$ cat src/verilog/mips_pkg.sv
package mips_pkg;

	// data word for registers, pc, results and bus data
	typedef logic [31:0] word_t;
	// architectural register index
	typedef logic [4:0] reg_idx_t;
	// byte address on the AXI4-Lite port
	typedef logic [7:0] axil_addr_t;

	// ALU operation carried from decode to execute
	// syscall rides as its own code so execute can flag the event
	typedef enum logic [3:0] {
		ALU_ADDU,
		ALU_SUBU,
		ALU_AND,
		ALU_OR,
		ALU_XOR,
		ALU_SLT,
		ALU_SLL,
		ALU_SRL,
		ALU_LUI,
		ALU_MULT,
		ALU_MTHI,
		ALU_MTLO,
		ALU_PASS,
		ALU_NOP,
		ALU_SYSCALL
	} alu_op_t;

	// operand override applied by the register file read
	typedef enum logic [2:0] {
		OPSEL_REGS,
		OPSEL_SYSCALL,
		OPSEL_JAL,
		OPSEL_HI,
		OPSEL_LO
	} opsel_t;

	// primary opcodes
	localparam logic [5:0] OP_RTYPE = 6'h00;
	localparam logic [5:0] OP_JAL = 6'h03;
	localparam logic [5:0] OP_ADDIU = 6'h09;
	localparam logic [5:0] OP_ORI = 6'h0d;
	localparam logic [5:0] OP_LUI = 6'h0f;

	// R-type funct codes
	localparam logic [5:0] FN_SLL = 6'h00;
	localparam logic [5:0] FN_SRL = 6'h02;
	localparam logic [5:0] FN_SYSCALL = 6'h0c;
	localparam logic [5:0] FN_MFHI = 6'h10;
	localparam logic [5:0] FN_MTHI = 6'h11;
	localparam logic [5:0] FN_MFLO = 6'h12;
	localparam logic [5:0] FN_MTLO = 6'h13;
	localparam logic [5:0] FN_MULT = 6'h18;
	localparam logic [5:0] FN_ADDU = 6'h21;
	localparam logic [5:0] FN_SUBU = 6'h23;
	localparam logic [5:0] FN_AND = 6'h24;
	localparam logic [5:0] FN_OR = 6'h25;
	localparam logic [5:0] FN_XOR = 6'h26;
	localparam logic [5:0] FN_SLT = 6'h2a;

	// fixed register numbers
	localparam reg_idx_t REG_ZERO = 5'd0;
	localparam reg_idx_t REG_V0 = 5'd2;
	localparam reg_idx_t REG_A0 = 5'd4;
	localparam reg_idx_t REG_SP = 5'd29;
	localparam reg_idx_t REG_RA = 5'd31;

	// host address map
	localparam axil_addr_t ADDR_INSTR = 8'h00;
	localparam axil_addr_t ADDR_PC = 8'h04;
	localparam axil_addr_t ADDR_SYS_V0 = 8'h08;
	localparam axil_addr_t ADDR_SYS_A0 = 8'h0c;
	localparam axil_addr_t ADDR_SYS_COUNT = 8'h10;
	localparam axil_addr_t ADDR_HI = 8'h14;
	localparam axil_addr_t ADDR_LO = 8'h18;
	// register r sits at base + 4*r
	localparam axil_addr_t ADDR_REG_BASE = 8'h80;

	// AXI response codes
	localparam logic [1:0] AXI_RESP_OKAY = 2'b00;
	localparam logic [1:0] AXI_RESP_SLVERR = 2'b10;

endpackage

$ cat src/verilog/syscall_capture.sv
`timescale 1ns/1ns

module syscall_capture (
	input  logic            clk,
	input  logic            rst,
	input  logic            sys_event,
	input  mips_pkg::word_t read_data_1,
	input  mips_pkg::word_t read_data_2,
	output mips_pkg::word_t sys_v0,
	output mips_pkg::word_t sys_a0,
	output mips_pkg::word_t sys_count
);

	// operands already hold v0 and a0 during a syscall
	always_ff @(posedge clk) begin
		if (rst) begin
			sys_v0 <= '0;
			sys_a0 <= '0;
			sys_count <= '0;
		end else if (sys_event) begin
			sys_v0 <= read_data_1;
			sys_a0 <= read_data_2;
			// running total of retired syscalls
			sys_count <= sys_count + 32'd1;
		end
	end

endmodule
$ cat config.mk
export PLATFORM = sky130hd
export DESIGN_NAME = syscall_capture
export DESIGN_NICKNAME = d
export VERILOG_FILES = /design/src/verilog/mips_pkg.sv /design/src/verilog/syscall_capture.sv
export SDC_FILE = /design/constraint.sdc
export NUM_CORES = 1
export LEC_CHECK = 0
export BUFFER_PORTS_ARGS = -buffer_cell sky130_fd_sc_hd__buf_4
export CAP_MARGIN = 20
export CORE_MARGIN = 2
export CORE_UTILIZATION = 43
export CTS_CLUSTER_DIAMETER = 80
export CTS_CLUSTER_SIZE = 16
export DETAILED_ROUTE_END_ITERATION = 10
export PLACE_DENSITY = 0.75
export SYNTH_ARGS = -nofsm -noshare
export SYNTH_HDL_FRONTEND = slang
export SYNTH_SLANG_ARGS = --single-unit
export TNS_END_PERCENT = 50
$ cat constraint.sdc
create_clock -name clk -period 5 [get_ports clk]
set_input_delay 0.25 -clock clk [delete_from_list [all_inputs] [get_ports clk]]
set_output_delay 0.25 -clock clk [all_outputs]
set_load 0.02 [all_outputs]
==> flow_summary.yaml <==
synth:
  synth-edff-count: 0
  most_numerous_cell_in_the_yosys_netlist: "sky130_fd_sc_hd__dfxtp_1"
  synth-main-ff-cell: "sky130_fd_sc_hd__dfxtp_1"
  total_of_flip_flops_plus_latches_after_synthesis: 96
  postSynth.asyncResetShare_pct: 0
  synth_fp_nets: 450
  synthDominantCellAreaShare_pct: 51.8
  synth_area_leaders: "sky130_fd_sc_hd__dfxtp_1 (52%), sky130_fd_sc_hd__mux2i_1 (18%), sky130_fd_sc_hd__nor2_1 (8.1%)"
  post-synth-top-area-cell: "sky130_fd_sc_hd__dfxtp_1"
  sequential_to_total_area_share_from_yosys_stat_pct: 51.8
  number_of_warnings_printed_during_yosys_synthesis: 0
  yosys-top-cells-count: "sky130_fd_sc_hd__dfxtp_1 (96), sky130_fd_sc_hd__nor2_1 (80), sky130_fd_sc_hd__mux2i_1 (65)"
  syn_avg_cell_area_sq_um: 9.70
  synthCells: 382
  synth_area_sq_mm: 0.00371
  synthDistinctLibCells: 29
grt:
  first_global_vias: 3126
  grt_util_all_layers_pct: 18.7
  globalRoute.totalOverflow: 0
  grt_first_pass_wirelength_um: 14600
  grt_start_max_net_pins: 98
  grt_antenna_before_repair: 0
power:
  p_leak_uw: 0.00237
  pwr_density_cell_mw_per_mm2: 296
  power.sequential.fraction_pct: 53.5
  power_switching_share_pct: 25.0
  total_switching_power_uw: 382
  clock_power_share_pct: 32.9
  cellInternalPower_uw: 1140
  vdd.ir_drop.worst_uv: 164
  combinationalPowerShare_pct: 13.6
timing:
  relSlewSlack_pct: 35.5
  setup_repair_after_global_routing_missed_its_margin: "false"
  finalCriticalPeriod_ns: 2.31
  setup_tns_ns: 0
  clock-skew-final_ns: 0.0118
  timing_max_transition_violations_final: 0
  final.period_utilization_pct: 46.2
  whs_ns: 0.129
  fmax_mhz: 433
  report.final.hold_viol_count: 0
  transition_time_at_the_pin_with_the_least_slew_margin_ns: 0.967
  setup-violations-final: 0
placed_design:
  routabilityCongestion: 0.720
  input_output_buffers: 162
  place.detailed.instances: 627
  dp.final_hpwl_um: 6380
die:
  chipWidth_um: 96.9
  die-area_sq_mm: 0.00938
  floorplan.core_area_sq_mm: 0.00830
  die_h_um: 96.9
  initial_core_util_pct: 44.7
  rows: 33
  io_pins: 163
clock_tree:
  clk_pin_slew_ns: 0.09
  numCtsBuffers: 9
  tritoncts: "done"
  cts_root_buf: "sky130_fd_sc_hd__clkbuf_8"
  cts.sink_count: 96
  cts_buffer_depth: 2
  cts_htree_levels: 3
  cts_setup_buffers: 0
  cts_hold_buf: 0
  cts_resized: 0
  clk-insertion-delay-late_ns: 0.35
job:
  max-cap-violations: 0
critical_path:
  worst-path-max-fanout: 16
  cp-end-kind: "flop"
  worstSetupStartpointType: "flop"
  worst-setup-path-type: "reg -> reg"
  wp_data_required_ns: 5.26
  cp.arrival_ns: 2.57
status:
  status: "finished, final reports clean"
final_layout:
  area_growth_syn_to_layout_pct: 39.2
  fillCellCount: 750
  utilization_pct: 62.2
  num_antenna_cells: 0
  post_route_cells_drive_above_1_share_pct: 34.0
  design.final.nets: 601
  finalNonFillerCells: 643
detailed_routing:
  viasPerCell: 5.12
  detailed_routing_iteration_count_for_the_pre_antenna_repair_pass: 4
  total_number_of_vias: 3290
  detail_route.drc_violations: 0
  drt_wl_total_um: 8970
  detailedRoute.firstIterationViolations: 83
  route.antenna.remaining_nets: 0
  wire_per_inst_um: 14.0
min_path:
  hold_path_class: "in -> reg"
-- power by group through the flow --
stage,combinational (uW),clock (uW),sequential [uW]
2_1_floorplan,68.9,0,870
3_3_place_gp,206,0,831
3_5_place_dp,210,0,833
4_1_cts,210,519,816
5_1_grt,223,558,820
6_report,208,503,816
-- flip-flops by register name, indices dropped and copies added, names as in the netlist --
register   flops
sys_v0        32
sys_count     32
sys_a0        32
-- kinds of logic after synthesis --
| family | after synthesis | synth area share [%] |
|---|---|---|
| AOI/OAI and AO/OA | 36 | 5.50 |
| xor gates and xnor gates | 12 | 2.83 |
| adders and majority gates | 1 | 0.337 |
| buffers and inverters | 30 | 3.41 |
| DFF | 96 | 51.8 |
| muxes | 66 | 17.9 |
| and+or+nand+nor | 141 | 18.2 |
-- path summary, 6_finish.rpt --
| check | endpoint | slack, ns | cells after the start | from |
|---|---|---|---|---|
| worst max-delay path | sys_count[30] | 2.69 | 4 | sys_count[7] |
| worst min-delay path | sys_v0[29] | 0.13 | 3 | read_data_1[29] |
| worst min register to register | sys_a0[6] | 0.50 | 2 | sys_a0[6] |
| worst max register to register | sys_count[30] | 2.69 | 4 | sys_count[7] |
-- layer usage --
metal	part of all wire, %	GRT usage, %	up-vias
li1	-	-	1617
met1	41	22.3	1555
met2	50	31.2	110
met3	8.6	7.08	8
met4	0.89	5.74	0
met5	0	0	-
-- final cells by class --
cell class / count / area, sq um / area share [%]
clock inverter: 5 / 56.3 / 1.09
multi-input combinational: 256 / 1660 / 32.2
clock buffer: 11 / 141 / 2.74
sequential: 96 / 1920 / 37.2
tap: 105 / 131 / 2.55
timing repair buffer: 163 / 1220 / 23.7
inverter: 7 / 26.3 / 0.509
-- critical path, stage by stage (launching register included) --
cell,delay (ns)
sky130_fd_sc_hd__dfxtp_1,0.47
sky130_fd_sc_hd__nand4_2,0.22
sky130_fd_sc_hd__or4_1,0.82
sky130_fd_sc_hd__or4_1,0.55
sky130_fd_sc_hd__a21oi_1,0.17
-- per-stage QoR --
step / area [sq um] / setup slack (ns) / total power (uW)
3_3_place_gp: 4960 / 2.35 / 1040
3_5_place_dp: 4960 / 2.27 / 1040
4_1_cts: 5160 / 2.64 / 1550
5_1_grt: 5160 / 2.49 / 1600
6_report: 5160 / 2.69 / 1530
2_1_floorplan: 3710 / 2.96 / 939
-- cell usage in the layout, fill, tap and decap left out, drive strengths merged, types with 2 or more instances in the layout --
cell,count
and4,2
a21oi,18
inv,7
nand3,9
or4,10
buf,163
clkinv,3
mux2i,65
nor3,4
o21ai,9
nor4,3
clkbuf,11
nand2,8
xor2,4
nor2,80
o31ai,8
nand4,10
and3,2
dfxtp,96
or3,10
xnor2,8
Power figures use the tool's default switching activity.
