--- config.mk ---
export PLATFORM = sky130hd
export DESIGN_NAME = alu_hilo
export DESIGN_NICKNAME = d
export VERILOG_FILES = /design/src/verilog/mips_pkg.sv /design/src/verilog/alu_hilo.sv
export SDC_FILE = /design/constraint.sdc
export NUM_CORES = 2
export LEC_CHECK = 0
export BUFFER_PORTS_ARGS = -buffer_cell sky130_fd_sc_hd__buf_2
export CAP_MARGIN = 20
export CORE_AREA = 4 4 310 312
export DETAILED_ROUTE_END_ITERATION = 8
export DIE_AREA = 0 0 314 316
export PLACE_DENSITY_LB_ADDON = 0.05
export SLEW_MARGIN = 20
export SYNTH_ARGS = -nofsm -noshare
export SYNTH_HDL_FRONTEND = slang
export SYNTH_SLANG_ARGS = --single-unit
export TNS_END_PERCENT = 50
--- constraint.sdc ---
create_clock -name clk -period 9.1 [get_ports clk]
set_clock_uncertainty 0.1 [all_clocks]
set_input_delay 1.82 -clock clk [delete_from_list [all_inputs] [get_ports clk]]
set_output_delay 1.82 -clock clk [all_outputs]
set_load 0.02 [all_outputs]
--- src/verilog/mips_pkg.sv ---
package mips_pkg;

	// data word for registers, pc, results and bus data
	typedef logic [31:0] word_t;
	// architectural register index
	typedef logic [4:0] reg_idx_t;
	// byte address on the AXI4-Lite port
	typedef logic [7:0] axil_addr_t;

	// ALU operation carried from decode to execute
	// syscall rides as its own code so execute can flag the event
	typedef enum logic [3:0] {
		ALU_ADDU,
		ALU_SUBU,
		ALU_AND,
		ALU_OR,
		ALU_XOR,
		ALU_SLT,
		ALU_SLL,
		ALU_SRL,
		ALU_LUI,
		ALU_MULT,
		ALU_MTHI,
		ALU_MTLO,
		ALU_PASS,
		ALU_NOP,
		ALU_SYSCALL
	} alu_op_t;

	// operand override applied by the register file read
	typedef enum logic [2:0] {
		OPSEL_REGS,
		OPSEL_SYSCALL,
		OPSEL_JAL,
		OPSEL_HI,
		OPSEL_LO
	} opsel_t;

	// primary opcodes
	localparam logic [5:0] OP_RTYPE = 6'h00;
	localparam logic [5:0] OP_JAL = 6'h03;
	localparam logic [5:0] OP_ADDIU = 6'h09;
	localparam logic [5:0] OP_ORI = 6'h0d;
	localparam logic [5:0] OP_LUI = 6'h0f;

	// R-type funct codes
	localparam logic [5:0] FN_SLL = 6'h00;
	localparam logic [5:0] FN_SRL = 6'h02;
	localparam logic [5:0] FN_SYSCALL = 6'h0c;
	localparam logic [5:0] FN_MFHI = 6'h10;
	localparam logic [5:0] FN_MTHI = 6'h11;
	localparam logic [5:0] FN_MFLO = 6'h12;
	localparam logic [5:0] FN_MTLO = 6'h13;
	localparam logic [5:0] FN_MULT = 6'h18;
	localparam logic [5:0] FN_ADDU = 6'h21;
	localparam logic [5:0] FN_SUBU = 6'h23;
	localparam logic [5:0] FN_AND = 6'h24;
	localparam logic [5:0] FN_OR = 6'h25;
	localparam logic [5:0] FN_XOR = 6'h26;
	localparam logic [5:0] FN_SLT = 6'h2a;

	// fixed register numbers
	localparam reg_idx_t REG_ZERO = 5'd0;
	localparam reg_idx_t REG_V0 = 5'd2;
	localparam reg_idx_t REG_A0 = 5'd4;
	localparam reg_idx_t REG_SP = 5'd29;
	localparam reg_idx_t REG_RA = 5'd31;

	// host address map
	localparam axil_addr_t ADDR_INSTR = 8'h00;
	localparam axil_addr_t ADDR_PC = 8'h04;
	localparam axil_addr_t ADDR_SYS_V0 = 8'h08;
	localparam axil_addr_t ADDR_SYS_A0 = 8'h0c;
	localparam axil_addr_t ADDR_SYS_COUNT = 8'h10;
	localparam axil_addr_t ADDR_HI = 8'h14;
	localparam axil_addr_t ADDR_LO = 8'h18;
	// register r sits at base + 4*r
	localparam axil_addr_t ADDR_REG_BASE = 8'h80;

	// AXI response codes
	localparam logic [1:0] AXI_RESP_OKAY = 2'b00;
	localparam logic [1:0] AXI_RESP_SLVERR = 2'b10;

endpackage

--- src/verilog/alu_hilo.sv ---
`timescale 1ns/1ns

module alu_hilo (
	input  logic               clk,
	input  logic               rst,
	input  logic               op_valid,
	input  mips_pkg::alu_op_t  alu_op,
	input  mips_pkg::reg_idx_t rd_dest,
	input  mips_pkg::word_t    imm,
	input  logic [4:0]         shamt,
	input  logic               use_imm,
	input  mips_pkg::word_t    read_data_1,
	input  mips_pkg::word_t    read_data_2,
	output logic               wb_en,
	output mips_pkg::reg_idx_t wb_idx,
	output mips_pkg::word_t    wb_data,
	output mips_pkg::word_t    hi,
	output mips_pkg::word_t    lo,
	output logic               retire,
	output logic               sys_event
);
	import mips_pkg::*;

	word_t       opnd_b;
	word_t       result;
	logic [63:0] product;

	// second operand is the immediate for I-type
	assign opnd_b = use_imm ? imm : read_data_2;

	// mult is unsigned, full 64 bits
	assign product = {32'h0, read_data_1} * {32'h0, read_data_2};

	always_comb begin
		case (alu_op)
			ALU_ADDU: result = read_data_1 + opnd_b;
			ALU_SUBU: result = read_data_1 - opnd_b;
			ALU_AND: result = read_data_1 & opnd_b;
			ALU_OR: result = read_data_1 | opnd_b;
			ALU_XOR: result = read_data_1 ^ opnd_b;
			ALU_SLT: result = {31'h0, $signed(read_data_1) < $signed(opnd_b)};
			// shifts act on rt
			ALU_SLL: result = read_data_2 << shamt;
			ALU_SRL: result = read_data_2 >> shamt;
			ALU_LUI: result = {imm[15:0], 16'h0000};
			// mfhi, mflo and jal already have their value on operand 1
			ALU_PASS: result = read_data_1;
			default: result = '0;
		endcase
	end

	always_ff @(posedge clk) begin
		if (rst) begin
			hi <= '0;
			lo <= '0;
		end else if (op_valid) begin
			case (alu_op)
				ALU_MULT: begin
					hi <= product[63:32];
					lo <= product[31:0];
				end
				ALU_MTHI: hi <= read_data_1;
				ALU_MTLO: lo <= read_data_1;
				default: begin
					hi <= hi;
				end
			endcase
		end
	end

	// writeback lands on the same edge as hi/lo
	assign wb_en = op_valid && (rd_dest != REG_ZERO);
	assign wb_idx = rd_dest;
	assign wb_data = result;

	// one instruction in flight, so every valid operand set retires now
	assign retire = op_valid;
	assign sys_event = op_valid && (alu_op == ALU_SYSCALL);

endmodule

==> reports/results.ini <==
[floorplanning]
core_sq_um = 93000
dieArea_sq_um = 99200
pin_count = 218
initial_utilization = 0.478
fp.dieH_um = 316
dieWidth_um = 314
rows = 112

[timing]
setup_viol = 0
rsz0062_at_grt = true
worst_pin_slew_ps = 1120
tns_ps = 0
fin_crit_ps = 8980
fmax_mhz = 111
relSlewSlack = 0.244
hold_viol = 0
maxSlewViolCount = 0
fin_crit_sh = 0.987

[drt]
drtAntennaViolNets = 0
wl_per_cell_um = 26.1
vias = 40700
finalWirelength_um = 185000
drc = 0
dr.pass1.iters = 6
vias_per_cell = 5.74
drt_iter0_markers = 3452

[critical_path]
worstSetupStartpoint = read_data_2[28]
regToRegSetupSlack_ps = 8100
worstSetupPathType = in -> reg
crit_fanout = 10
worstSetupStartpointType = primary input
r2r_cells = 2
r2r_end = hi[21]
r2r-start = hi[21]
cp.arrival_ps = 9090
cp-endpoint = hi[20]
required_ps = 9210
cp-end-kind = flip-flop

[flow_run]
maxCapViolCount = 0

[synthesis]
synthSimpleGateAreaFrac = 0.178
muxShareOfSynthArea = 0.0332
synth.distinct_cells = 93
synth_top_area_frac = 0.404
synth_top_family_by_area = adder cells
synthCells = 5351
synth_compound_area_frac = 0.127
synth_area_leaders = fa_1, ha_1, inv_1, and2_1, nand2_1
syn_avg_cell_area_sq_um = 8.31
synthAdderAreaFrac = 0.505
synthXorXnorAreaFrac = 0.0122
synthDominantAreaCellType = fa_1
synthArstFlopShare = 0
synthTopCellsByCount = inv_1, fa_1, nand2_1
synth_fp_nets = 6722
synth-seq-cells = 64
synth.most_common_cell = inv_1
syn-cell-area_sq_um = 44500
yosysWarnings = 0
synth_flop_cell = dfxtp_1
synth_edf_count = 0
ys_seq_area_frac = 0.0288

[clocking]
clkLatencyLatePin_ps = 370
cts_tree = done
cts_max_level = 3
cts_root_buf = clkbuf_16
cts_buffer_depth = 2
cts_sinks = 64
clk_pin_slew_ps = 60
cts_buffers = 9

[placement]
portBuffers = 217
place_hpwl_um = 156000
gp_congestion = 1.02

[layout]
finalNetCount = 7200
area_delta_synth_final_pct = 17.3
drive_above_1_share = 0.180
fillers = 8961

[global_routing]
grt_antenna_before_repair = 14
grt_max_degree = 55
grt_pass1_wl_um = 273000
grt.overflow.total = 0
grt_pass1_vias = 41500
grt_usage = 0.373

[min_path]
hold_path_class = reg -> reg

[run_status]
status = completed

logic make-up (layout without fill, tap and decap cells):
logic type	after synthesis	after routing
other	0	8
DFF	64	64
and+or+nand+nor	1662	1662
xor gates and xnor gates	62	62
adders and majority gates	1257	1257
buffers and inverters	1338	1821
AOI/OAI and AO/OA	846	846
muxes	122	122
critical path: stages:
cell and delay (ps):
buf_2 270, buf_12 230, and2_1 140, fa_1 480, inv_1 50, fa_1 530, inv_1 60, fa_1 460
fa_1 520, fa_1 580, fa_1 450, fa_1 510, fa_1 640, ha_4 250, a21oi_4 160, o31ai_2 90
a21o_1 220, a221oi_2 270, o211ai_2 190, a221oi_2 340, o41a_1 210, buf_6 140, buf_6 110, o21ai_2 50
xnor2_1 170, o22ai_1 110
layout make-up:
type	count	area [sq um]	share of cell area
Antenna cell	8	20.0	0.000384
Clock buffer	11	243	0.00466
Clock inverter	5	56.3	0.00108
Inverter	959	3630	0.0696
Multi-Input combinational cell	3949	38700	0.742
Sequential cell	64	1280	0.0246
Tap cell	1254	1570	0.0301
Timing Repair Buffer	846	6660	0.128
layer usage:
metal | global-route usage | wire (um) | vias up
li1 | - | - | 17800
met1 | 0.497 | 75200 | 20900
met2 | 0.603 | 85800 | 1661
met3 | 0.0622 | 13700 | 366
met4 | 0.166 | 10200 | 2
met5 | 0 | 16 | -
placed cells by master (no fill, tap or decap), drive strengths merged, types with 43 or more instances in the layout:
master | Yosys | routed
o21ai | 179 | 179
a21oi | 241 | 241
mux2i | 85 | 85
and2 | 487 | 487
nand2 | 637 | 637
nor2 | 321 | 321
nor3 | 51 | 51
ha | 359 | 359
fa | 898 | 898
xnor2 | 43 | 43
inv | 957 | 952
dfxtp | 64 | 64
buf | 55 | 830
a21o | 43 | 43
worst min path at each step:
stage | startpoint | end | cells after the start
6_report | lo[0] | lo[0] | 2
2_1_floorplan | lo[0] | lo[0] | 2
5_1_grt | hi[31] | hi[31] | 2
4_1_cts | lo[0] | lo[0] | 2
3_3_place_gp | lo[5] | lo[5] | 2
3_5_place_dp | lo[5] | lo[5] | 2
repair_timing:
action	in CTS	in global routing
hold buffers	0	0
pin swaps	0	77
endpoints found under the setup margin	12	25
cloned	0	2
gates resized for setup	6	232
buffers inserted	0	28
registers in the layout, indices dropped and copies added, names as in the netlist:
name  flops
hi       32
lo       32
metrics by stage:
step	util	hold slack, ps	cell area, sq um	instances	worst slack [ps]
after detailed placement	0.545	353	50700	7044	-556
final	0.560	364	52100	7096	123
after floorplan	-	430	44500	5351	26.2
after CTS	0.548	364	51000	7060	-0.353
after global placement	0.545	342	50700	7044	-466
after global routing	0.560	382	52100	7093	-94.2
Power is not shown: default switching activity piles up to over one toggle a cycle in this logic, so the estimate is an artifact.
