**config.mk**
```make
export PLATFORM = sky130hd
export DESIGN_NAME = register_file
export DESIGN_NICKNAME = d
export VERILOG_FILES = /design/src/verilog/mips_pkg.sv /design/src/verilog/register_file.sv
export SDC_FILE = /design/constraint.sdc
export NUM_CORES = 2
export LEC_CHECK = 0
export BUFFER_PORTS_ARGS = -buffer_cell sky130_fd_sc_hd__buf_2
export CORE_MARGIN = 1
export CORE_UTILIZATION = 35
export DETAILED_ROUTE_END_ITERATION = 8
export PLACE_DENSITY = 0.57
export SETUP_SLACK_MARGIN = 0.3
export SLEW_MARGIN = 20
export SYNTH_ARGS = -nofsm -noshare
export SYNTH_HDL_FRONTEND = slang
export SYNTH_SLANG_ARGS = --single-unit
```
**constraint.sdc**
```tcl
create_clock -name clk -period 6.4 [get_ports clk]
set_clock_uncertainty 0.1 [all_clocks]
set_input_delay 0.32 -clock clk [delete_from_list [all_inputs] [get_ports clk]]
set_output_delay 0.32 -clock clk [all_outputs]
set_load 0.005 [all_outputs]
```
**src/verilog/mips_pkg.sv**
```systemverilog
package mips_pkg;

	// data word for registers, pc, results and bus data
	typedef logic [31:0] word_t;
	// architectural register index
	typedef logic [4:0] reg_idx_t;
	// byte address on the AXI4-Lite port
	typedef logic [7:0] axil_addr_t;

	// ALU operation carried from decode to execute
	// syscall rides as its own code so execute can flag the event
	typedef enum logic [3:0] {
		ALU_ADDU,
		ALU_SUBU,
		ALU_AND,
		ALU_OR,
		ALU_XOR,
		ALU_SLT,
		ALU_SLL,
		ALU_SRL,
		ALU_LUI,
		ALU_MULT,
		ALU_MTHI,
		ALU_MTLO,
		ALU_PASS,
		ALU_NOP,
		ALU_SYSCALL
	} alu_op_t;

	// operand override applied by the register file read
	typedef enum logic [2:0] {
		OPSEL_REGS,
		OPSEL_SYSCALL,
		OPSEL_JAL,
		OPSEL_HI,
		OPSEL_LO
	} opsel_t;

	// primary opcodes
	localparam logic [5:0] OP_RTYPE = 6'h00;
	localparam logic [5:0] OP_JAL = 6'h03;
	localparam logic [5:0] OP_ADDIU = 6'h09;
	localparam logic [5:0] OP_ORI = 6'h0d;
	localparam logic [5:0] OP_LUI = 6'h0f;

	// R-type funct codes
	localparam logic [5:0] FN_SLL = 6'h00;
	localparam logic [5:0] FN_SRL = 6'h02;
	localparam logic [5:0] FN_SYSCALL = 6'h0c;
	localparam logic [5:0] FN_MFHI = 6'h10;
	localparam logic [5:0] FN_MTHI = 6'h11;
	localparam logic [5:0] FN_MFLO = 6'h12;
	localparam logic [5:0] FN_MTLO = 6'h13;
	localparam logic [5:0] FN_MULT = 6'h18;
	localparam logic [5:0] FN_ADDU = 6'h21;
	localparam logic [5:0] FN_SUBU = 6'h23;
	localparam logic [5:0] FN_AND = 6'h24;
	localparam logic [5:0] FN_OR = 6'h25;
	localparam logic [5:0] FN_XOR = 6'h26;
	localparam logic [5:0] FN_SLT = 6'h2a;

	// fixed register numbers
	localparam reg_idx_t REG_ZERO = 5'd0;
	localparam reg_idx_t REG_V0 = 5'd2;
	localparam reg_idx_t REG_A0 = 5'd4;
	localparam reg_idx_t REG_SP = 5'd29;
	localparam reg_idx_t REG_RA = 5'd31;

	// host address map
	localparam axil_addr_t ADDR_INSTR = 8'h00;
	localparam axil_addr_t ADDR_PC = 8'h04;
	localparam axil_addr_t ADDR_SYS_V0 = 8'h08;
	localparam axil_addr_t ADDR_SYS_A0 = 8'h0c;
	localparam axil_addr_t ADDR_SYS_COUNT = 8'h10;
	localparam axil_addr_t ADDR_HI = 8'h14;
	localparam axil_addr_t ADDR_LO = 8'h18;
	// register r sits at base + 4*r
	localparam axil_addr_t ADDR_REG_BASE = 8'h80;

	// AXI response codes
	localparam logic [1:0] AXI_RESP_OKAY = 2'b00;
	localparam logic [1:0] AXI_RESP_SLVERR = 2'b10;

endpackage

```
**src/verilog/register_file.sv**
```systemverilog
`timescale 1ns/1ns

module register_file #(
	parameter mips_pkg::word_t STACK_TOP = 32'h0000_1000
) (
	input  logic               clk,
	input  logic               rst,
	input  logic               dec_valid,
	input  mips_pkg::reg_idx_t rs,
	input  mips_pkg::reg_idx_t rt,
	input  mips_pkg::opsel_t   opsel,
	input  mips_pkg::word_t    pc_plus_4,
	input  mips_pkg::word_t    hi,
	input  mips_pkg::word_t    lo,
	input  logic               wb_en,
	input  mips_pkg::reg_idx_t wb_idx,
	input  mips_pkg::word_t    wb_data,
	input  mips_pkg::reg_idx_t dbg_idx,
	output logic               op_valid,
	output mips_pkg::word_t    read_data_1,
	output mips_pkg::word_t    read_data_2,
	output mips_pkg::word_t    dbg_data
);
	import mips_pkg::*;

	// architectural registers
	word_t regs [32];

	// sp comes out of reset just below the stack top, the rest at zero
	always_ff @(posedge clk) begin
		if (rst) begin
			for (int i = 0; i < 32; i++) begin
				regs[i] <= (i == int'(REG_SP)) ? (STACK_TOP - 32'd4) : '0;
			end
		end else if (wb_en && (wb_idx != REG_ZERO)) begin
			// r0 stays hardwired
			regs[wb_idx] <= wb_data;
		end
	end

	always_ff @(posedge clk) begin
		if (rst) begin
			op_valid <= 1'b0;
		end else begin
			op_valid <= dec_valid;
		end
	end

	// operand fetch, override order syscall, jal, hi, lo, then rs/rt
	always_ff @(posedge clk) begin
		if (dec_valid) begin
			case (opsel)
				OPSEL_SYSCALL: begin
					read_data_1 <= regs[REG_V0];
					read_data_2 <= regs[REG_A0];
				end
				OPSEL_JAL: begin
					read_data_1 <= pc_plus_4;
					read_data_2 <= regs[REG_ZERO];
				end
				OPSEL_HI: begin
					read_data_1 <= hi;
					read_data_2 <= '0;
				end
				OPSEL_LO: begin
					read_data_1 <= lo;
					read_data_2 <= '0;
				end
				default: begin
					read_data_1 <= regs[rs];
					read_data_2 <= regs[rt];
				end
			endcase
		end
	end

	// host read-back path
	assign dbg_data = regs[dbg_idx];

endmodule

```
==> metrics.yaml <==
outcome:
  status: "finished, final reports clean"
placed_design:
  routabilityCongestion: 0.8861
  port_buffers: 251
  dp_hpwl_um: 165400
power_and_ir_drop:
  peakVddDrop_mv: 0.2368
  power_density_nw_per_um2: 247.0
  combPwrFrac: 0.160
  swShare: 0.2823
  intPower_w: 0.01337
  switchingPower_w: 0.005261
  pwr-share-seq: 0.464
  p_leak_nw: 27.93
  clkPwrFrac: 0.376
synthesis:
  synthCells: 5172
  syn_avg_cell_area_um2: 12.88
  synthesis.area_um2: 66640
  synth_warnings: 0
  yosysTopAreaCell: "edfxtp_1"
  ys_seq_area_frac: 0.4906
  ys_types: 32
  synth_area_leaders: "edfxtp_1 (49%), mux2i_1 (15%), mux4_2 (11%), and2_1 (9.2%), a22oi_1 (6.5%)"
  ys_ff_latch: 1089
  synth_top_area_frac: 0.4903
global_route:
  track_usage: 0.2851
  grt_pass1_wl_um: 385400
  grt_max_degree: 121
  grt_pass1_vias: 48071
  grt_antenna_before_repair: 32
  grt_overflow: 0
sta:
  fin_crit_sh: 0.6001
  worst_pin_slew_ns: 1.332
  drv_slew: 0
  slew_headroom: 0.1036
  rsz0062_at_grt: "no"
  hold_viol_final: 0
  setup_violations: 0
  fmaxAchievable_ghz: 0.2604
  period_needed_ns: 3.841
  setup_tns_ns: 0
  whs_ns: 0.04355
routing:
  met3_length_um: 27530
  vias: 49730
  first_iter_violations: 7048
  drt_wl_total_um: 281600
  viasPerCell: 6.322
  first_pass_iters: 6
  maxUsedRoutingLayer: "met5"
  ant_nets: 0
  wl_met1_um: 107200
  drc: 0
  met2_length_um: 130000
  wl_per_cell_um: 35.79
clocking:
  clkLatencyLatePin_ns: 0.81
  cts_sinks: 1089
  post_cts_buffers: 0
  numCtsBuffers: 120
  htree_levels: 3
  cts_resized: 0
  holdBufCountCts: 74
  clk_pin_slew_ns: 0.07
  cts_buffer_depth: 3
  cts_tree: "yes"
  clockRootBuffer: "clkbuf_16"
final_layout:
  area_growth_pct: 13.21
  nNetsFinal: 5411
  fillers: 17447
  drive_gt1_frac: 0.1916
  multi_input_area_um2: 31910
  area.sequential_um2: 32690
  final_cell_mix: "edfxtp_1 (1,088), mux2i_1 (1,024), and2_1 (982), a22oi_1 (576), mux4_2 (320)"
  final_common_cell: "edfxtp_1"
min_path:
  hold_path_class: "in -> reg"
  hp-start: "wb_data[27]"
  hold_depth: 2
  min_to: "regs[16][27]$_SDFFCE_PN0P_"
setup_path:
  cp-end-kind: "flip-flop"
  required_ns: 6.74
  r2r-start: "regs[20][23]$_SDFFCE_PN0P_"
  rrSetupSlack_ns: 3.34
  r2r_end: "read_data_1[23]$_DFFE_PP_"
  worstSetupPathType: "in -> reg"
  critPathMaxFanout: 33
  arrival_ns: 4.18
  r2r_cells: 6
  cp-start-kind: "primary input"
die:
  die_x_um: 438.4
  coreArea_um2: 188400
  pin_count: 252
  dieArea_um2: 192200
  die_height_um: 438.4
  row_count: 159
  initial_core_util: 0.3537
run:
  drv_cap: 0
## flip-flops by register name (all words and copies together) (netlist names)
| register | count |
|---|---|
| op_valid | 1 |
| read_data_1 | 32 |
| read_data_2 | 32 |
| regs | 1024 |
## power groups by stage
stage          Combinational, W  Clock [W]  Sequential [W]
2_1_floorplan           0.00174          0         0.00864
6_report                0.00298    0.00701         0.00864
4_1_cts                 0.00293    0.00704         0.00863
3_3_place_gp            0.00284          0         0.00875
5_1_grt                 0.00308    0.00728         0.00868
3_5_place_dp            0.00287          0         0.00877
## per-layer routing
metal,GRT usage,vias up
met1,0.3641,25414
li1,-,20187
met3,0.04993,705
met2,0.4544,3416
met4,0.1650,8
met5,0,-
## synthesized netlist by cell type, drive strengths merged
cell     instances
mux2            32
mux2i         1024
clkbuf         393
or3             12
or4             32
nand2b           5
or3b             2
mux4           320
a22oi          576
nand3b           4
o21ai           32
nand2            5
nand3            2
inv             32
nor3b            2
and2           984
buf            164
dfxtp            1
o22ai           32
edfxtp        1088
a21oi          288
nor2            36
and3b            1
nor2b            6
or2             33
a2bb2oi         32
xnor2            1
conb             1
nor4            32
## cell type report
class,instances,area share
flip-flops and latches,1089,0.4333
multi-input cells,3525,0.4230
well taps,2495,0.04138
repair buffers,488,0.04894
diodes,15,0.0004976
clock buffers,143,0.04151
inverters,32,0.001592
clock inverters,79,0.009752
## worst max path at each step
stage                    start                          to  cells past startpoint
floorplan           dbg_idx[0]                 dbg_data[0]                      6
global placement           rst   regs[3][28]$_SDFFCE_PN0P_                      5
detailed placement         rst  regs[25][20]$_SDFFCE_PN0P_                      8
CTS                        rst  regs[25][21]$_SDFFCE_PN0P_                      9
global route               rst  regs[25][21]$_SDFFCE_PN0P_                      9
finish                     rst  regs[25][21]$_SDFFCE_PN0P_                      9
## kinds of logic after synthesis
logic type                after synthesis  share of synthesized area
DFF                                  1089                     0.4906
AOI/OAI and AO/OA                     960                    0.09613
and+or+nand+nor                      1156                     0.1078
xor gates and xnor gates                1                  0.0001315
muxes                                1376                     0.2674
buffers and inverters                 589                    0.03798
other                                   1                 0.00005627
## worst max-delay path, cell delays in order
cell,delay (ns)
dlygate4sd3_1,0.55
buf_4,0.15
nor2b_1,0.15
nand3b_1,0.53
buf_4,0.45
nor2_4,0.13
buf_4,0.51
or2_2,0.73
buf_4,0.50
## stage by stage
step                      std cells  total power [W]  instance area [um2]  setup WS, ns    util
final                          7866          0.01863                75440         2.559  0.4004
after detailed placement       7555          0.01164                70800         2.448  0.3758
after floorplan                5203          0.01038                66760         3.881       -
after global placement         7549          0.01160                70610         1.935  0.3748
after global routing           7858          0.01904                75420         2.644  0.4003
after CTS                      7851          0.01860                75400         2.727  0.4002
Note: power is estimated with default switching activity, not from simulation.
