===== src/verilog/mips_pkg.sv =====
package mips_pkg;

	// data word for registers, pc, results and bus data
	typedef logic [31:0] word_t;
	// architectural register index
	typedef logic [4:0] reg_idx_t;
	// byte address on the AXI4-Lite port
	typedef logic [7:0] axil_addr_t;

	// ALU operation carried from decode to execute
	// syscall rides as its own code so execute can flag the event
	typedef enum logic [3:0] {
		ALU_ADDU,
		ALU_SUBU,
		ALU_AND,
		ALU_OR,
		ALU_XOR,
		ALU_SLT,
		ALU_SLL,
		ALU_SRL,
		ALU_LUI,
		ALU_MULT,
		ALU_MTHI,
		ALU_MTLO,
		ALU_PASS,
		ALU_NOP,
		ALU_SYSCALL
	} alu_op_t;

	// operand override applied by the register file read
	typedef enum logic [2:0] {
		OPSEL_REGS,
		OPSEL_SYSCALL,
		OPSEL_JAL,
		OPSEL_HI,
		OPSEL_LO
	} opsel_t;

	// primary opcodes
	localparam logic [5:0] OP_RTYPE = 6'h00;
	localparam logic [5:0] OP_JAL = 6'h03;
	localparam logic [5:0] OP_ADDIU = 6'h09;
	localparam logic [5:0] OP_ORI = 6'h0d;
	localparam logic [5:0] OP_LUI = 6'h0f;

	// R-type funct codes
	localparam logic [5:0] FN_SLL = 6'h00;
	localparam logic [5:0] FN_SRL = 6'h02;
	localparam logic [5:0] FN_SYSCALL = 6'h0c;
	localparam logic [5:0] FN_MFHI = 6'h10;
	localparam logic [5:0] FN_MTHI = 6'h11;
	localparam logic [5:0] FN_MFLO = 6'h12;
	localparam logic [5:0] FN_MTLO = 6'h13;
	localparam logic [5:0] FN_MULT = 6'h18;
	localparam logic [5:0] FN_ADDU = 6'h21;
	localparam logic [5:0] FN_SUBU = 6'h23;
	localparam logic [5:0] FN_AND = 6'h24;
	localparam logic [5:0] FN_OR = 6'h25;
	localparam logic [5:0] FN_XOR = 6'h26;
	localparam logic [5:0] FN_SLT = 6'h2a;

	// fixed register numbers
	localparam reg_idx_t REG_ZERO = 5'd0;
	localparam reg_idx_t REG_V0 = 5'd2;
	localparam reg_idx_t REG_A0 = 5'd4;
	localparam reg_idx_t REG_SP = 5'd29;
	localparam reg_idx_t REG_RA = 5'd31;

	// host address map
	localparam axil_addr_t ADDR_INSTR = 8'h00;
	localparam axil_addr_t ADDR_PC = 8'h04;
	localparam axil_addr_t ADDR_SYS_V0 = 8'h08;
	localparam axil_addr_t ADDR_SYS_A0 = 8'h0c;
	localparam axil_addr_t ADDR_SYS_COUNT = 8'h10;
	localparam axil_addr_t ADDR_HI = 8'h14;
	localparam axil_addr_t ADDR_LO = 8'h18;
	// register r sits at base + 4*r
	localparam axil_addr_t ADDR_REG_BASE = 8'h80;

	// AXI response codes
	localparam logic [1:0] AXI_RESP_OKAY = 2'b00;
	localparam logic [1:0] AXI_RESP_SLVERR = 2'b10;

endpackage


===== src/verilog/instr_decoder.sv =====
`timescale 1ns/1ns

module instr_decoder (
	input  logic               clk,
	input  logic               rst,
	input  logic               instr_valid,
	input  mips_pkg::word_t    instr,
	input  mips_pkg::word_t    pc,
	output logic               dec_valid,
	output mips_pkg::reg_idx_t rs,
	output mips_pkg::reg_idx_t rt,
	output mips_pkg::reg_idx_t rd_dest,
	output mips_pkg::word_t    imm,
	output logic [4:0]         shamt,
	output logic               use_imm,
	output mips_pkg::alu_op_t  alu_op,
	output mips_pkg::opsel_t   opsel,
	output mips_pkg::word_t    pc_plus_4
);
	import mips_pkg::*;

	logic [5:0] opcode;
	logic [5:0] funct;
	reg_idx_t   f_rt;
	reg_idx_t   f_rd;
	logic [15:0] f_imm;
	alu_op_t    op_next;
	reg_idx_t   dest_next;
	opsel_t     opsel_next;
	logic       imm_next;
	word_t      imm_ext;

	// instruction fields
	assign opcode = instr[31:26];
	assign funct = instr[5:0];
	assign f_rt = instr[20:16];
	assign f_rd = instr[15:11];
	assign f_imm = instr[15:0];

	// only addiu sign-extends, ori and lui take the raw halfword
	assign imm_ext = (opcode == OP_ADDIU) ? {{16{f_imm[15]}}, f_imm} : {16'h0000, f_imm};

	always_comb begin
		// unknown codes fall through as a no-op with no destination
		op_next = ALU_NOP;
		dest_next = REG_ZERO;
		opsel_next = OPSEL_REGS;
		imm_next = 1'b0;
		case (opcode)
			OP_RTYPE: begin
				dest_next = f_rd;
				case (funct)
					FN_ADDU: op_next = ALU_ADDU;
					FN_SUBU: op_next = ALU_SUBU;
					FN_AND: op_next = ALU_AND;
					FN_OR: op_next = ALU_OR;
					FN_XOR: op_next = ALU_XOR;
					FN_SLT: op_next = ALU_SLT;
					FN_SLL: op_next = ALU_SLL;
					FN_SRL: op_next = ALU_SRL;
					FN_MFHI: begin
						op_next = ALU_PASS;
						opsel_next = OPSEL_HI;
					end
					FN_MFLO: begin
						op_next = ALU_PASS;
						opsel_next = OPSEL_LO;
					end
					// these touch hi/lo or nothing, never the register file
					FN_MULT: begin
						op_next = ALU_MULT;
						dest_next = REG_ZERO;
					end
					FN_MTHI: begin
						op_next = ALU_MTHI;
						dest_next = REG_ZERO;
					end
					FN_MTLO: begin
						op_next = ALU_MTLO;
						dest_next = REG_ZERO;
					end
					FN_SYSCALL: begin
						// operands become v0 and a0
						op_next = ALU_SYSCALL;
						dest_next = REG_ZERO;
						opsel_next = OPSEL_SYSCALL;
					end
					default: dest_next = REG_ZERO;
				endcase
			end
			OP_JAL: begin
				// link value comes in as operand 1
				op_next = ALU_PASS;
				dest_next = REG_RA;
				opsel_next = OPSEL_JAL;
			end
			OP_ADDIU: begin
				op_next = ALU_ADDU;
				dest_next = f_rt;
				imm_next = 1'b1;
			end
			OP_ORI: begin
				op_next = ALU_OR;
				dest_next = f_rt;
				imm_next = 1'b1;
			end
			OP_LUI: begin
				op_next = ALU_LUI;
				dest_next = f_rt;
				imm_next = 1'b1;
			end
			default: begin
				op_next = ALU_NOP;
			end
		endcase
	end

	always_ff @(posedge clk) begin
		if (rst) begin
			dec_valid <= 1'b0;
		end else begin
			dec_valid <= instr_valid;
		end
	end

	// controls stay put until the next instruction arrives
	always_ff @(posedge clk) begin
		if (instr_valid) begin
			rs <= instr[25:21];
			rt <= f_rt;
			rd_dest <= dest_next;
			imm <= imm_ext;
			shamt <= instr[10:6];
			use_imm <= imm_next;
			alu_op <= op_next;
			opsel <= opsel_next;
			pc_plus_4 <= pc + 32'd4;
		end
	end

endmodule


===== config.mk =====
export PLATFORM = sky130hd
export DESIGN_NAME = instr_decoder
export DESIGN_NICKNAME = d
export VERILOG_FILES = /design/src/verilog/mips_pkg.sv /design/src/verilog/instr_decoder.sv
export SDC_FILE = /design/constraint.sdc
export NUM_CORES = 1
export LEC_CHECK = 0
export BUFFER_PORTS_ARGS = -buffer_cell sky130_fd_sc_hd__buf_4
export CAP_MARGIN = 20
export CORE_MARGIN = 1.5
export CORE_UTILIZATION = 50
export DETAILED_ROUTE_END_ITERATION = 8
export PLACE_DENSITY_LB_ADDON = 0.05
export SKIP_CTS_REPAIR_TIMING = 1
export SLEW_MARGIN = 5
export SYNTH_ARGS = -nofsm -noshare
export SYNTH_HDL_FRONTEND = slang
export SYNTH_SLANG_ARGS = --single-unit
export TNS_END_PERCENT = 10

===== constraint.sdc =====
create_clock -name clk -period 4.25 [get_ports clk]
set_input_delay 0.85 -clock clk [delete_from_list [all_inputs] [get_ports clk]]
set_output_delay 0.85 -clock clk [all_outputs]
set_load 0.1 [all_outputs]

==> results.sh <==
export IMPL_outcome="finished with violations"
export IMPL_violations="DRC"
export IMPL_slowest_delay_ps=610
export IMPL_yosysSeqAreaShare=0.646
export IMPL_area_growth_pct=38.5
export IMPL_post_synth_num_cell_types=49
export IMPL_final_common_cell="buf_4"
export IMPL_io_buffer_count=159
export IMPL_syn_avg_cell_area_um2=13.8
export IMPL_drt_first_iter_violations=165
export IMPL_worst_slack_ps=2080
export IMPL_yosys_register_bits=73
export IMPL_rows=29
export IMPL_fillCellCount=480
export IMPL_hold_viol_final=0
export IMPL_cp_top_family="flip-flops"
export IMPL_grt_max_degree=74
export IMPL_synth_edff_count=72
export IMPL_layout_drive_gt1_share=0.474
export IMPL_netlist_instances=245
export IMPL_cts_path_max_buffers=2
export IMPL_cts_root_buf="clkbuf_8"
export IMPL_synthTopCellsByArea="edfxtp_1, xnor2_1, buf_4"
export IMPL_die_x_um=85.2
export IMPL_maxCapViolations=0
export IMPL_swShare=0.403
export IMPL_ys_warn_count=0
export IMPL_cts_tree="done"
export IMPL_critPathKind="reg -> out"
export IMPL_cts_buffers=9
export IMPL_path_cells="buf_4"
export IMPL_diodes=0
export IMPL_synth_top_area_cell="edfxtp_1"
export IMPL_crit_arrival_ps=1320
export IMPL_slew_headroom=0.392
export IMPL_post_place_ws_ps=1790
export IMPL_worstPathMaxFanout=16
export IMPL_antenna_found_initial=0
export IMPL_drc_errors=14
export IMPL_clkPwrFrac=0.258
export IMPL_fin_cells=469
export IMPL_finalNetCount=455
export IMPL_finalSetupViolCount=0
export IMPL_synth_top_cell_area_share=0.640
export IMPL_p_int_mw=1.27
export IMPL_drv_slew=0
export IMPL_hold_ws_ps=651
export IMPL_async_flop_share=0
export IMPL_comb_power_share=0.333
export IMPL_fin_crit_ps=2170
export IMPL_highest_layer="met4"
export IMPL_grt_usage=0.195
export IMPL_ir_worst_vdd_v=0.000231
export IMPL_rsz0062_at_grt="false"
export IMPL_wl_mm=7.05
export IMPL_routabilityCongestion=0.760
export IMPL_fp_dieArea_um2=7260
export IMPL_drtPass1Iterations=7
export IMPL_syn_area_um2=3380
export IMPL_grt_pass1_vias=2282
export IMPL_vias=2423
export IMPL_dr_wl_met2_mm=3.48
export IMPL_clkTransAtPathRegs_ps=90
export IMPL_synth_fp_nets=313
export IMPL_clock_sinks=73
export IMPL_wl_met1_mm=2.78
export IMPL_min_period_over_period=0.511
export IMPL_p_per_area_nw_per_um2=454
export IMPL_cp_end_kind="output pin"
export IMPL_max_freq_mhz=460
export IMPL_dp_hpwl_mm=5.03
export IMPL_fin_tns_setup_ps=0
export IMPL_start_util=0.526
export IMPL_grt_pass1_wl_mm=10.8
export IMPL_core_area_um2=6420
export IMPL_cp_start_kind="register"
export IMPL_p_leak_nw=1.92
export IMPL_wire_per_inst_um=15.0
export IMPL_ant_nets=0
export IMPL_critical_path_buf_inv_count=1
export IMPL_worstPathRequired_ps=3400
export IMPL_place_inst=453
export IMPL_pin_count=160
export IMPL_overflow=0
export IMPL_cts_htree_levels=3
export IMPL_layout_common_cells="buf_4, edfxtp_1, xnor2_1"
export IMPL_vias_per_cell=5.17
export IMPL_p_switching_mw=0.855
export IMPL_wl_met3_um=711
export IMPL_synthFlopType="edfxtp_1"
export IMPL_holdCritPathClass="in -> reg"
export IMPL_seq_power_share=0.409
export IMPL_crit_slowest_cell="edfxtp_1"
export IMPL_die_y_um=85.2
export IMPL_worstMarginPinSlew_ps=911
[final cells by class]
| cell class | instances | area (um^2) | share of cell area |
|---|---|---|---|
| multi-input combinational | 137 | 977 | 0.209 |
| clock inverter | 7 | 77.6 | 0.0166 |
| inverter | 7 | 26.3 | 0.00562 |
| sequential | 73 | 2180 | 0.467 |
| clock buffer | 9 | 124 | 0.0265 |
| timing repair buffer | 159 | 1190 | 0.255 |
| tap | 77 | 96.3 | 0.0206 |
[through the flow]
step / total power [mW] / instance area [um^2] / utilization
2_1_floorplan: 1.43 / 3380 / -
5_1_grt: 2.19 / 4680 / 0.728
6_report: 2.12 / 4680 / 0.728
3_5_place_dp: 1.59 / 4480 / 0.697
3_3_place_gp: 1.59 / 4480 / 0.697
4_1_cts: 2.13 / 4680 / 0.728
[kinds of logic (layout without fill, tap and decap cells)]
logic type | after synthesis | count (layout) | share of synthesized area
flip-flops | 73 | 73 | 0.646
buffers and inverters | 35 | 182 | 0.0645
XOR/XNOR | 29 | 29 | 0.0752
AND/OR/NAND/NOR | 83 | 83 | 0.153
AO/OA/AOI/OAI | 24 | 24 | 0.0578
adder cells (fa/ha/maj) | 1 | 1 | 0.00370
[Yosys cell counts (3+ instances only)]
cell / number
buf_4: 20
nor2_1: 9
a21oi_1: 4
nand4_1: 10
nand3b_1: 3
and3_1: 8
inv_1: 7
nor2b_1: 3
nand2_1: 12
xnor2_1: 22
edfxtp_1: 72
nand3_1: 15
a221o_1: 5
or2_2: 3
clkbuf_1: 4
xor2_1: 7
[power groups by stage]
stage | Combinational, mW | Clock (mW) | Sequential, mW
2_1_floorplan | 0.147 | 0 | 1.28
3_3_place_gp | 0.704 | 0 | 0.883
3_5_place_dp | 0.709 | 0 | 0.885
4_1_cts | 0.709 | 0.555 | 0.869
5_1_grt | 0.724 | 0.590 | 0.874
6_report | 0.707 | 0.547 | 0.868
[registers in the layout, indices dropped and copies added (netlist names)]
signal / cells
rt: 5
opsel: 3
dec_valid: 1
rs: 5
alu_op: 4
pc_plus_4: 32
imm: 17
use_imm: 1
rd_dest: 5
[per-layer routing]
metal,vias to the layer above,global-route usage
li1,1192,-
met1,1117,0.231
met2,107,0.325
met3,7,0.0778
met4,0,0.0671
met5,-,0
[path summary, 6_finish.rpt]
path / startpoint / to / slack (ps) / cells past startpoint
max: imm[16]$_SDFFCE_PP0P_ / imm[28] / 2080 / 1
min: rst / dec_valid$_SDFF_PP0_ / 650 / 2
Power figures use the tool's default switching activity.
